**config.mk**
```make
export PLATFORM = sky130hd
export DESIGN_NAME = bp_predictor_top
export DESIGN_NICKNAME = d
export VERILOG_FILES = /design/src/hdl/bp_pkg.sv /design/src/hdl/bp_update_if.sv /design/src/hdl/bp_btb.sv /design/src/hdl/bp_init_fsm.sv /design/src/hdl/bp_pht.sv /design/src/hdl/bp_predictor_top.sv
export SDC_FILE = /design/constraint.sdc
export NUM_CORES = 1
export LEC_CHECK = 0
export BUFFER_PORTS_ARGS = -buffer_cell sky130_fd_sc_hd__buf_2
export CELL_PAD_IN_SITES_DETAIL_PLACEMENT = 2
export CELL_PAD_IN_SITES_GLOBAL_PLACEMENT = 2
export CORE_ASPECT_RATIO = 1.4
export CORE_MARGIN = 4
export CORE_UTILIZATION = 49
export DETAILED_ROUTE_END_ITERATION = 10
export HOLD_SLACK_MARGIN = 0.02
export PLACE_DENSITY_LB_ADDON = 0.1
export SYNTH_ARGS = -nofsm -noshare
export SYNTH_HDL_FRONTEND = slang
export SYNTH_SLANG_ARGS = --single-unit
```
**constraint.sdc**
```tcl
create_clock -name clk -period 6 [get_ports clk]
set_input_delay 0.3 -clock clk [delete_from_list [all_inputs] [get_ports clk]]
set_output_delay 0.3 -clock clk [all_outputs]
set_load 0.1 [all_outputs]
```
**src/hdl/bp_pkg.sv**
```systemverilog
`default_nettype none

package bp_pkg;

    // address width of the fetch and resolved PCs
    localparam int XLEN = 32;

    // major opcodes of the control transfer instructions we care about
    localparam logic [6:0] OP_BRANCH = 7'b1100011;
    localparam logic [6:0] OP_JAL    = 7'b1101111;
    localparam logic [6:0] OP_JALR   = 7'b1100111;

    // two bit saturating direction counter, the upper bit is the taken prediction
    typedef logic [1:0] ctr_t;

    localparam ctr_t CTR_SNT = 2'b00;
    localparam ctr_t CTR_WNT = 2'b01;
    localparam ctr_t CTR_WT  = 2'b10;
    localparam ctr_t CTR_ST  = 2'b11;

    // what kind of instruction filled a BTB entry
    // a jump entry is always taken, a branch entry defers to the counter
    typedef enum logic {
        KIND_BRANCH = 1'b0,
        KIND_JUMP   = 1'b1
    } btb_kind_e;

    // BTB index rule, with IDX_W = $clog2(NUM_BTB_ENTRIES)
    // pc[1:0] is the byte offset and never takes part in a lookup
    // pc[IDX_W+1:2] selects the entry
    // pc[XLEN-1:IDX_W+2] is the tag stored and compared in that entry
    // the PHT index uses the same offset, GHR ^ pc[NUM_GHR_BITS+1:2]

endpackage

`default_nettype wire

```
**src/hdl/bp_update_if.sv**
```systemverilog
`timescale 1ns/1ps
`default_nettype none

// one resolved branch outcome coming back from execute
// a transfer happens on a rising edge with valid and ready both high
interface bp_update_if #(
    parameter int NUM_GHR_BITS = 5
) ();

    logic                      valid;
    logic                      ready;
    logic [bp_pkg::XLEN-1:0]   pc;
    logic [bp_pkg::XLEN-1:0]   target;
    logic                      taken;
    logic                      is_cond;
    logic                      is_jump;
    // the counter index handed out when this instruction was predicted
    logic [NUM_GHR_BITS-1:0]   pht_index;

    // the side that presents outcomes, it holds everything until ready
    modport producer (
        output valid, pc, target, taken, is_cond, is_jump, pht_index,
        input  ready
    );

    // the init FSM is the only driver of ready
    modport ready_drv (
        output ready
    );

    // the tables only watch the bundle and act on a transfer
    modport consumer (
        input valid, ready, pc, target, taken, is_cond, is_jump, pht_index
    );

endinterface

`default_nettype wire
```
**src/hdl/bp_btb.sv**
```systemverilog
`timescale 1ns/1ps
`default_nettype none

// direct mapped branch target buffer
// each entry holds a valid bit, a tag, a kind and the taken target
module bp_btb #(
    parameter int NUM_BTB_ENTRIES = 16,
    parameter int CLEAR_W         = 5
) (
    input  wire logic                      clk,
    input  wire logic                      reset_i,
    bp_update_if.consumer                  upd,
    input  wire logic                      clear_i,
    input  wire logic [CLEAR_W-1:0]        clear_index_i,
    input  wire logic [bp_pkg::XLEN-1:0]   pc_i,
    output      logic                      hit_o,
    output      bp_pkg::btb_kind_e         kind_o,
    output      logic [bp_pkg::XLEN-1:0]   target_o
);

    localparam int IDX_W = $clog2(NUM_BTB_ENTRIES);
    localparam int TAG_W = bp_pkg::XLEN - IDX_W - 2;

    logic                      valid_q  [NUM_BTB_ENTRIES];
    logic [TAG_W-1:0]          tag_q    [NUM_BTB_ENTRIES];
    bp_pkg::btb_kind_e         kind_q   [NUM_BTB_ENTRIES];
    logic [bp_pkg::XLEN-1:0]   target_q [NUM_BTB_ENTRIES];

    logic [IDX_W-1:0]          rd_idx;
    logic [TAG_W-1:0]          rd_tag;
    logic [IDX_W-1:0]          wr_idx;
    logic [TAG_W-1:0]          wr_tag;
    logic                      wr_en;

    // index and tag split as stated in bp_pkg, for lookup and for writes
    assign rd_idx = pc_i[IDX_W+1:2];
    assign rd_tag = pc_i[bp_pkg::XLEN-1:IDX_W+2];
    assign wr_idx = upd.pc[IDX_W+1:2];
    assign wr_tag = upd.pc[bp_pkg::XLEN-1:IDX_W+2];

    // only taken transfers are worth a slot, a not taken branch leaves the entry alone
    assign wr_en = upd.valid && upd.ready && upd.taken;

    assign hit_o    = valid_q[rd_idx] && (tag_q[rd_idx] == rd_tag);
    assign kind_o   = kind_q[rd_idx];
    assign target_o = target_q[rd_idx];

    // valid bits are cleared by the walk
    // indices past our depth are skipped when the PHT is the longer table
    always_ff @(posedge clk) begin
        if (clear_i) begin
            if (clear_index_i <= CLEAR_W'(NUM_BTB_ENTRIES - 1)) begin
                valid_q[clear_index_i[IDX_W-1:0]] <= 1'b0;
            end
        end else if (wr_en) begin
            valid_q[wr_idx] <= 1'b1;
        end
    end

    // a new taken transfer simply overwrites whatever sat at that index
    always_ff @(posedge clk) begin
        if (wr_en) begin
            tag_q[wr_idx]    <= wr_tag;
            target_q[wr_idx] <= upd.target;
            kind_q[wr_idx]   <= upd.is_jump ? bp_pkg::KIND_JUMP : bp_pkg::KIND_BRANCH;
        end
    end

    // execute classifies each instruction as one kind at most
    a_one_kind: assert property (
        @(posedge clk) disable iff (reset_i)
        upd.valid |-> !(upd.is_cond && upd.is_jump)
    );

endmodule

`default_nettype wire

```
**src/hdl/bp_init_fsm.sv**
```systemverilog
`timescale 1ns/1ps
`default_nettype none

// walks every table index once after reset, one per cycle
// update ready stays low until the walk has finished
module bp_init_fsm #(
    parameter int WALK_LEN = 32,
    parameter int CLEAR_W  = 5
) (
    input  wire logic                clk,
    input  wire logic                reset_i,
    bp_update_if.ready_drv           upd,
    output      logic                clear_o,
    output      logic [CLEAR_W-1:0]  clear_index_o
);

    typedef enum logic {
        WALK = 1'b0,
        RUN  = 1'b1
    } state_e;

    state_e             state_q;
    logic [CLEAR_W-1:0] walk_idx_q;
    logic               walk_last;

    // the last index of the longer table ends the walk
    assign walk_last = (walk_idx_q == CLEAR_W'(WALK_LEN - 1));

    always_ff @(posedge clk) begin
        if (reset_i) begin
            state_q    <= WALK;
            walk_idx_q <= '0;
        end else begin
            case (state_q)
                WALK: begin
                    walk_idx_q <= walk_idx_q + 1'b1;
                    if (walk_last) begin
                        state_q <= RUN;
                    end
                end
                // once running we never go back, only a reset restarts the walk
                default: begin
                    state_q <= RUN;
                end
            endcase
        end
    end

    // both tables write the init value at clear_index_o while clear_o is high
    assign clear_o       = (state_q == WALK);
    assign clear_index_o = walk_idx_q;

    // ready depends on the state only and never on valid
    assign upd.ready = (state_q == RUN);

    // a table write from an update must never race a clear write
    a_clear_excludes_ready: assert property (
        @(posedge clk) !(clear_o && upd.ready)
    );

endmodule

`default_nettype wire

```
**src/hdl/bp_pht.sv**
```systemverilog
`timescale 1ns/1ps
`default_nettype none

// gshare direction predictor: a table of 2 bit counters and the global history
module bp_pht #(
    parameter int NUM_GHR_BITS = 5,
    parameter int CLEAR_W      = 5
) (
    input  wire logic                      clk,
    input  wire logic                      reset_i,
    bp_update_if.consumer                  upd,
    input  wire logic                      clear_i,
    input  wire logic [CLEAR_W-1:0]        clear_index_i,
    input  wire logic [bp_pkg::XLEN-1:0]   pc_i,
    output      logic [NUM_GHR_BITS-1:0]   index_o,
    output      logic                      taken_o
);

    localparam int PHT_DEPTH = 1 << NUM_GHR_BITS;

    bp_pkg::ctr_t            pht_q [PHT_DEPTH];
    logic [NUM_GHR_BITS-1:0] ghr_q;
    logic [NUM_GHR_BITS-1:0] rd_index;
    logic                    upd_fire;
    bp_pkg::ctr_t            ctr_cur;
    bp_pkg::ctr_t            ctr_nxt;

    // hash the global history with the word address bits of the fetch PC
    assign rd_index = ghr_q ^ pc_i[NUM_GHR_BITS+1:2];
    assign index_o  = rd_index;
    assign taken_o  = pht_q[rd_index][1];

    assign upd_fire = upd.valid && upd.ready;

    // training uses the index from prediction time, not a fresh hash
    // the GHR has moved on since then
    assign ctr_cur = pht_q[upd.pht_index];

    always_comb begin
        ctr_nxt = ctr_cur;
        if (upd.taken) begin
            if (ctr_cur != bp_pkg::CTR_ST) begin
                ctr_nxt = ctr_cur + 2'd1;
            end
        end else begin
            if (ctr_cur != bp_pkg::CTR_SNT) begin
                ctr_nxt = ctr_cur - 2'd1;
            end
        end
    end

    // the walk may run past our depth when the BTB is larger
    always_ff @(posedge clk) begin
        if (clear_i) begin
            if (clear_index_i <= CLEAR_W'(PHT_DEPTH - 1)) begin
                pht_q[clear_index_i[NUM_GHR_BITS-1:0]] <= bp_pkg::CTR_WNT;
            end
        end else if (upd_fire && upd.is_cond) begin
            pht_q[upd.pht_index] <= ctr_nxt;
        end
    end

    // only conditional branches shift history, the newest outcome goes in at the bottom
    always_ff @(posedge clk) begin
        if (reset_i) begin
            ghr_q <= '0;
        end else if (upd_fire && upd.is_cond) begin
            ghr_q <= {ghr_q[NUM_GHR_BITS-2:0], upd.taken};
        end
    end

    // every counter was set by the walk, so training never sees an unknown
    a_ctr_defined: assert property (
        @(posedge clk) disable iff (reset_i)
        (upd_fire && upd.is_cond) |-> !$isunknown(ctr_cur)
    );

    // the FSM holds updates off for the whole walk
    a_no_update_while_clear: assert property (
        @(posedge clk) disable iff (reset_i) !(upd_fire && clear_i)
    );

endmodule

`default_nettype wire

```
**src/hdl/bp_predictor_top.sv**
```systemverilog
`timescale 1ns/1ps
`default_nettype none

// front end branch predictor, a BTB for targets and gshare for direction
module bp_predictor_top #(
    parameter int NUM_BTB_ENTRIES = 16,
    parameter int NUM_GHR_BITS    = 5
) (
    input  wire logic                      clk,
    input  wire logic                      reset_i,
    input  wire logic [bp_pkg::XLEN-1:0]   pc_i,
    input  wire logic [6:0]                op_i,
    output      logic [bp_pkg::XLEN-1:0]   next_pc_o,
    output      logic                      taken_o,
    output      logic [NUM_GHR_BITS-1:0]   pht_index_o,
    input  wire logic                      upd_valid_i,
    output      logic                      upd_ready_o,
    input  wire logic [bp_pkg::XLEN-1:0]   upd_pc_i,
    input  wire logic [bp_pkg::XLEN-1:0]   upd_target_i,
    input  wire logic                      upd_taken_i,
    input  wire logic                      upd_is_cond_i,
    input  wire logic                      upd_is_jump_i,
    input  wire logic [NUM_GHR_BITS-1:0]   upd_pht_index_i
);

    // the walk covers whichever table is deeper
    localparam int PHT_DEPTH = 1 << NUM_GHR_BITS;
    localparam int WALK_LEN  = (NUM_BTB_ENTRIES > PHT_DEPTH) ? NUM_BTB_ENTRIES : PHT_DEPTH;
    localparam int CLEAR_W   = $clog2(WALK_LEN);

    logic                      clear;
    logic [CLEAR_W-1:0]        clear_index;
    logic                      pht_taken;
    logic                      btb_hit;
    bp_pkg::btb_kind_e         btb_kind;
    logic [bp_pkg::XLEN-1:0]   btb_target;
    logic                      is_branch_op;
    logic                      is_jump_op;
    logic                      jump_taken;
    logic                      branch_taken;

    bp_update_if #(.NUM_GHR_BITS(NUM_GHR_BITS)) upd_bus ();

    // the update ports are bundled here and seen by every block below
    assign upd_bus.valid     = upd_valid_i;
    assign upd_bus.pc        = upd_pc_i;
    assign upd_bus.target    = upd_target_i;
    assign upd_bus.taken     = upd_taken_i;
    assign upd_bus.is_cond   = upd_is_cond_i;
    assign upd_bus.is_jump   = upd_is_jump_i;
    assign upd_bus.pht_index = upd_pht_index_i;
    assign upd_ready_o       = upd_bus.ready;

    bp_init_fsm #(
        .WALK_LEN (WALK_LEN),
        .CLEAR_W  (CLEAR_W)
    ) u_init_fsm (
        .clk           (clk),
        .reset_i       (reset_i),
        .upd           (upd_bus.ready_drv),
        .clear_o       (clear),
        .clear_index_o (clear_index)
    );

    bp_pht #(
        .NUM_GHR_BITS (NUM_GHR_BITS),
        .CLEAR_W      (CLEAR_W)
    ) u_pht (
        .clk           (clk),
        .reset_i       (reset_i),
        .upd           (upd_bus.consumer),
        .clear_i       (clear),
        .clear_index_i (clear_index),
        .pc_i          (pc_i),
        .index_o       (pht_index_o),
        .taken_o       (pht_taken)
    );

    bp_btb #(
        .NUM_BTB_ENTRIES (NUM_BTB_ENTRIES),
        .CLEAR_W         (CLEAR_W)
    ) u_btb (
        .clk           (clk),
        .reset_i       (reset_i),
        .upd           (upd_bus.consumer),
        .clear_i       (clear),
        .clear_index_i (clear_index),
        .pc_i          (pc_i),
        .hit_o         (btb_hit),
        .kind_o        (btb_kind),
        .target_o      (btb_target)
    );

    assign is_branch_op = (op_i == bp_pkg::OP_BRANCH);
    assign is_jump_op   = (op_i == bp_pkg::OP_JAL) || (op_i == bp_pkg::OP_JALR);

    // the stored kind must agree with the opcode class, which guards against
    // an entry left behind by a different instruction at the same PC
    assign jump_taken   = btb_hit && is_jump_op && (btb_kind == bp_pkg::KIND_JUMP);
    assign branch_taken = btb_hit && is_branch_op && (btb_kind == bp_pkg::KIND_BRANCH)
                          && pht_taken;

    // everything else falls through to the next sequential instruction
    assign taken_o   = jump_taken || branch_taken;
    assign next_pc_o = taken_o ? btb_target : (pc_i + bp_pkg::XLEN'(4));

endmodule

`default_nettype wire

```
Word level (Yosys, flattened, before mapping)
Memory sizes are Yosys's and may differ from the RTL's.
Cells that the tools add are included.
{"block": "word_totals", "reg_bits": 11, "ram_bits": 1024, "inputBits": 114, "out_inout_bits": 39, "elab_cells": 62, "n_memories": 5}
{"block": "classes", "n_addsub": 4, "n_lt_le_gt_ge": 2, "eq_ne": 6, "muxes": 26, "bitwise_logic": 2, "reduce_logical": 14}
{"memory": "u_btb.target_q", "depth": 16, "width": 32, "read_ports": 1, "rd_clocked_by_memory_dff": 0, "wr": 1, "line_no": "bp_btb.sv:27", "text": "logic [bp_pkg::XLEN-1:0] target_q [NUM_BTB_ENTRIES];"}
{"memory": "u_btb.tag_q", "depth": 16, "width": 26, "read_ports": 1, "rd_clocked_by_memory_dff": 0, "wr": 1, "line_no": "bp_btb.sv:25", "text": "logic [TAG_W-1:0] tag_q [NUM_BTB_ENTRIES];"}
{"memory": "u_pht.pht_q", "depth": 32, "width": 2, "read_ports": 2, "rd_clocked_by_memory_dff": 0, "wr": 1, "line_no": "bp_pht.sv:21", "text": "bp_pkg::ctr_t pht_q [PHT_DEPTH];"}
{"memory": "u_btb.kind_q", "depth": 16, "width": 1, "read_ports": 1, "rd_clocked_by_memory_dff": 0, "wr": 1, "line_no": "bp_btb.sv:26", "text": "bp_pkg::btb_kind_e kind_q [NUM_BTB_ENTRIES];"}
{"memory": "u_btb.valid_q", "depth": 16, "width": 1, "read_ports": 1, "rd_clocked_by_memory_dff": 0, "wr": 1, "line_no": "bp_btb.sv:24", "text": "logic valid_q [NUM_BTB_ENTRIES];"}
{"operator": "adder 32 x 3 -> 32 bit, second input constant", "n": 1}
{"operator": "two-way mux 32 bit", "n": 1}
{"operator": "== test 26 bit", "n": 1}
{"operator": "== test 7 bit, second input constant", "n": 3}
{"operator": "two-way mux 1 bit", "n": 19}
{"operator": "logical AND 1 bit", "n": 9}
{"operator": "two-way mux 2 bit", "n": 4}
{"operator": "adder 5 x 1 -> 5 bit, second input constant", "n": 1}
{"operator": "== test 5 bit, second input constant", "n": 1}
{"operator": "less-or-equal comparator 5 x 4 -> 1 bit, second input constant", "n": 1}
{"operator": "less-or-equal comparator 5 bit, second input constant", "n": 1}
{"operator": "two-way mux 5 bit", "n": 1}
{"operator": "XOR 5 bit", "n": 1}
{"operator": "two-way mux 4 bit", "n": 1}
{"operator": "adder 2 x 1 -> 2 bit, second input constant", "n": 1}
{"operator": "logical OR 1 bit", "n": 2}
{"operator": "inequality test 2 bit, second input constant", "n": 1}
{"operator": "nonzero test 2 bit", "n": 1}
{"operator": "OR reduction 2 bit", "n": 1}
{"operator": "subtractor 2 x 1 -> 2 bit, second input constant", "n": 1}
{"operator": "inverter 1 bit", "n": 1}
{"operator": "OR reduction 1 bit", "n": 1}

Depth between registers and ports, before layout
An unclocked memory read counts as a cell.
{"block": "logic_depth", "depth_word": 8, "ltp_mapped": 14, "mapped_depth_nobuf": 9}

Hierarchy
Synthesis repeated with hierarchy kept, for this count alone.
{"block": "unflattened", "hier_cells": 2006, "area_unflattened_um2": 41805.1}
{"module": "bp_btb", "instances": 1, "cells_each": 1591, "area_each_um2": 37205.7, "seq_area_each_um2": 28827.6}
{"module": "bp_pht", "instances": 1, "cells_each": 207, "area_each_um2": 3263.1, "seq_area_each_um2": 2021.9}
{"module": "bp_predictor_top", "instances": 1, "cells_each": 183, "area_each_um2": 1064.8, "seq_area_each_um2": 0.0}
{"module": "bp_init_fsm", "instances": 1, "cells_each": 25, "area_each_um2": 271.5, "seq_area_each_um2": 120.1}

Worst setup path before layout
OpenSTA, ideal clock, no wires.
{"block": "synth_path", "path_type": "reg-to-reg", "startpoint": "register u_init_fsm.state_q (netlist: u_init_fsm.upd.ready)", "endpoint": "memory u_btb.kind_q[3] in the netlist's numbering, enable pin", "setup_ns": 0.548, "t_arrival_ns": 5.835, "required_time_ns": 5.452, "setup_slack_ns": -0.384, "path_stages_with_launch": 5, "n_path_buf": 0, "period_less_slack_ns": 6.384, "cell_sequence": "dfxtp_1 nand3_1 inv_1 nand3_1 nor3_1"}
{"block": "synth_via", "elab_chain_len": 4}
{"item": "from (decl)", "line_no": "bp_init_fsm.sv:22", "text": "state_e state_q;"}
{"item": "from (signal assigned)", "line_no": "bp_init_fsm.sv:31", "text": "state_q <= WALK;"}
{"item": "from (signal assigned)", "line_no": "bp_init_fsm.sv:38", "text": "state_q <= RUN;"}
{"item": "from (signal assigned)", "line_no": "bp_init_fsm.sv:43", "text": "state_q <= RUN;"}
{"item": "logical AND 1 bit (2 in series)", "line_no": "bp_btb.sv:42", "text": "assign wr_en = upd.valid && upd.ready && upd.taken;"}
{"item": "two-way mux 1 bit", "line_no": "bp_btb.sv:62", "text": "if (wr_en) begin"}
{"item": "two-way mux 1 bit", "line_no": "bp_btb.sv:65", "text": "kind_q[wr_idx] <= upd.is_jump ? bp_pkg::KIND_JUMP : bp_pkg::KIND_BRANCH;"}
{"item": "to (decl)", "line_no": "bp_btb.sv:26"}
No other way between the ends.

Worst setup path after layout
{"block": "layout_path", "startpoint": "register u_pht.ghr_q[4]", "endpoint": "output next_pc_o[13] in the netlist's numbering"}
{"block": "layout_via", "elab_chain_len": 5}
{"item": "from (decl)", "line_no": "bp_pht.sv:22", "text": "logic [NUM_GHR_BITS-1:0] ghr_q;"}
{"item": "from (signal assigned)", "line_no": "bp_pht.sv:68", "text": "ghr_q <= {ghr_q[NUM_GHR_BITS-2:0], upd.taken};"}
{"item": "XOR 5 bit", "line_no": "bp_pht.sv:29", "text": "assign rd_index = ghr_q ^ pc_i[NUM_GHR_BITS+1:2];"}
{"item": "memory read (32 x 2 bit)"}
{"item": "logical AND 1 bit", "line_no": "bp_predictor_top.sv:101", "text": "&& pht_taken;"}
{"item": "logical OR 1 bit", "line_no": "bp_predictor_top.sv:104", "text": "assign taken_o = jump_taken || branch_taken;"}
{"item": "two-way mux 32 bit", "line_no": "bp_predictor_top.sv:105", "text": "assign next_pc_o = taken_o ? btb_target : (pc_i + bp_pkg::XLEN'(4));"}
{"item": "to (decl)", "line_no": "bp_predictor_top.sv:13", "text": "output logic [bp_pkg::XLEN-1:0] next_pc_o,"}
No other way between the ends.

==> results.json <==
{
  "yosys.area.top_type": "edfxtp_1",
  "multi_input_area_um2": 10200,
  "post_cts_buffers": 0,
  "insertion_delay_ns": 0.66,
  "worstPathRequired_ns": 5.70,
  "final.period_utilization": 0.844,
  "ys_top_cells_by_count": "edfxtp_1 (1,024), mux4_2 (278), nor2_1 (108), mux2i_1 (75), nand2_1 (64)",
  "ys_warn_count": 0,
  "clk_pin_slew_worst_paths_ns": 0.07,
  "wire_per_inst_um": 38.6,
  "synth_edf_count": 1024,
  "syn_inst": 1976,
  "cap_violations": 0,
  "status": "finished, final reports clean",
  "synth_top_area_share": 0.739,
  "start_kind": "flop",
  "min_period_ns": 5.06,
  "worst_pin_slew_ns": 1.32,
  "fin_area_um2": 47600,
  "drv_slew": 0,
  "cts_sinks": 1035,
  "critPathBufInv": 3,
  "initial_utilization": 0.494,
  "syn_to_final_growth_pct": 14.3,
  "cts-root-buf": "clkbuf_16",
  "die_area_um2": 89700,
  "cts_hold_buf": 52,
  "power_density_nw_per_um2": 315,
  "antenna_found_initial": 9,
  "drc_errors": 0,
  "post-synth-top-count-cell": "edfxtp_1",
  "critPathCaptureType": "output port",
  "hold_viol_final": 0,
  "gp_congestion": 0.800,
  "whs_ns": 0.0538,
  "critPathSlowestCell": "xor2_1",
  "firstDrtPassIters": 5,
  "slew_headroom": 0.123,
  "path_max_fanout": 33,
  "vias_per_cell": 6.42,
  "r2r_cells": 5,
  "grt_overflow": 0,
  "drive_gt1_frac": 0.293,
  "seqCellArea_um2": 31000,
  "nNetsFinal": 2343,
  "critPathArrivalTime_ns": 4.76,
  "p_leak_nw": 15.5,
  "cts-htree-levels": 3,
  "numCtsBuffers": 98,
  "cpPeakStageDelay_ns": 0.76,
  "ys.flop_type": "edfxtp_1",
  "die_w_um": 254,
  "max_freq_mhz": 198,
  "dpl_cell_area_um2": 44000,
  "drtIter0Drc": 2104,
  "rows": 126,
  "synthArstFlopShare": 0,
  "setup_violations": 0,
  "hold_depth": 1,
  "dp_hpwl_um": 76600,
  "die_h_um": 353,
  "syn-num-nets": 2094,
  "portBuffers": 150,
  "cts_buffer_depth": 3,
  "fin_setup_tns_ns": 0,
  "synth_area_leaders": "edfxtp_1 (74%), mux4_2 (15%), mux2i_1 (1.8%)",
  "ios": 153,
  "core_area_um2": 84300,
  "syn_area_per_cell_um2": 21.1,
  "groute.usage.overall": 0.292,
  "wl_um": 131000,
  "drtAntennaViolNets": 0,
  "critPathTopFamily": "multiplexers",
  "num-fill-cells": 6928,
  "cp_num_cells": 10,
  "cts_tree": "yes",
  "irDropWorstVdd_v": 0.000295,
  "grt_pass1_wl_um": 185000,
  "grt_pass1_vias": 24200,
  "grt_max_degree": 109,
  "fin_skew_ns": 0.0202,
  "cts.repair.resized": 0,
  "min_path_type": "input pin to flop",
  "vias": 21800,
  "synth-seq-cells": 1035,
  "crit_type": "flop to output port",
  "yosysSeqAreaShare": 0.744,
  "synth.distinct_cells": 62,
  "rsz0062_at_grt": "no",
  "crit_chain": "xor2_1 > mux4_2 > mux2i_1 > mux4_2 > o41ai_1 > buf_4 > nand4_4 > buf_4 > mux2_4 > buf_2",
  "synthesis.area_um2": 41600
}
[sequential cells by signal, indices dropped and copies added, names as in the netlist]
register,flops
u_pht.pht_q,64
u_btb.target_q,512
u_pht.ghr_q,5
u_init_fsm.upd.ready,1
u_btb.tag_q,416
u_btb.kind_q,16
u_init_fsm.clear_index_o,5
u_btb.valid_q,16
[layout make-up]
class                   count  area share
clock buffers             135      0.0573
multi-input cells         822       0.215
well taps                1088      0.0286
inverters                  11    0.000920
clock inverters            40     0.00660
flip-flops and latches   1035       0.651
diodes                      4    0.000210
repair buffers            257      0.0403
[cells by family (layout without fill, tap and decap cells)]
family,count (synthesis),count (layout),synth area share
flip-flops,1035,1035,0.744
multiplexers,389,389,0.181
AND/OR/NAND/NOR,257,257,0.0289
buffers and inverters,119,443,0.0133
AO/OA/AOI/OAI,105,105,0.0174
XOR/XNOR,67,67,0.0145
adder cells (fa/ha/maj),4,4,0.00120
other,0,4,0
[where the power goes]
group | internal [mW] | leakage (nW) | switching (mW)
Clock | 3.38 | 1.49 | 2.72
Combinational | 0.345 | 4.64 | 0.622
Sequential | 7.94 | 9.38 | 0.00771
Total | 11.7 | 15.5 | 3.35
[through the flow]
stage	std cells	total power [mW]	utilization	setup slack [ns]
detailed placement	3161	9.03	0.522	1.15
global placement	3161	8.98	0.522	1.26
floorplan	1976	8.66	-	0.0730
global route	3389	15.5	0.564	0.828
finish	3392	15.0	0.564	0.938
CTS	3388	15.1	0.564	0.956
[layout by cell type (no fill, tap or decap), drive strengths merged, types with 34 or more instances in the layout]
cell type / n
mux4: 278
dlygate4sd3: 52
xnor2: 42
nor2: 108
clkbuf: 135
mux2i: 75
edfxtp: 1024
nand2: 64
mux2: 36
clkinv: 34
buf: 205
[final timing paths]
path	startpoint	to	slack (ns)
worst max-delay path	u_pht.ghr_q[4]$_SDFFE_PP0P_	next_pc_o[13]	0.94
worst min-delay path	upd_pc_i[22]	u_btb.tag_q[13][16]$_DFFE_PP_	0.05
worst max register to register	u_init_fsm.upd.ready$_SDFF_PP0_	u_btb.target_q[3][17]$_DFFE_PP_	1.99
worst min register to register	u_pht.ghr_q[3]$_SDFFE_PP0P_	u_pht.ghr_q[3]$_SDFFE_PP0P_	0.52
[routing by layer]
metal	vias to the layer above	global-route usage	part of all wire
li1	8691	-	-
met1	11900	0.366	0.37
met2	973	0.504	0.52
met3	228	0.0587	0.067
met4	10	0.113	0.041
met5	-	0	0.00044
Power figures use the tool's default switching activity.
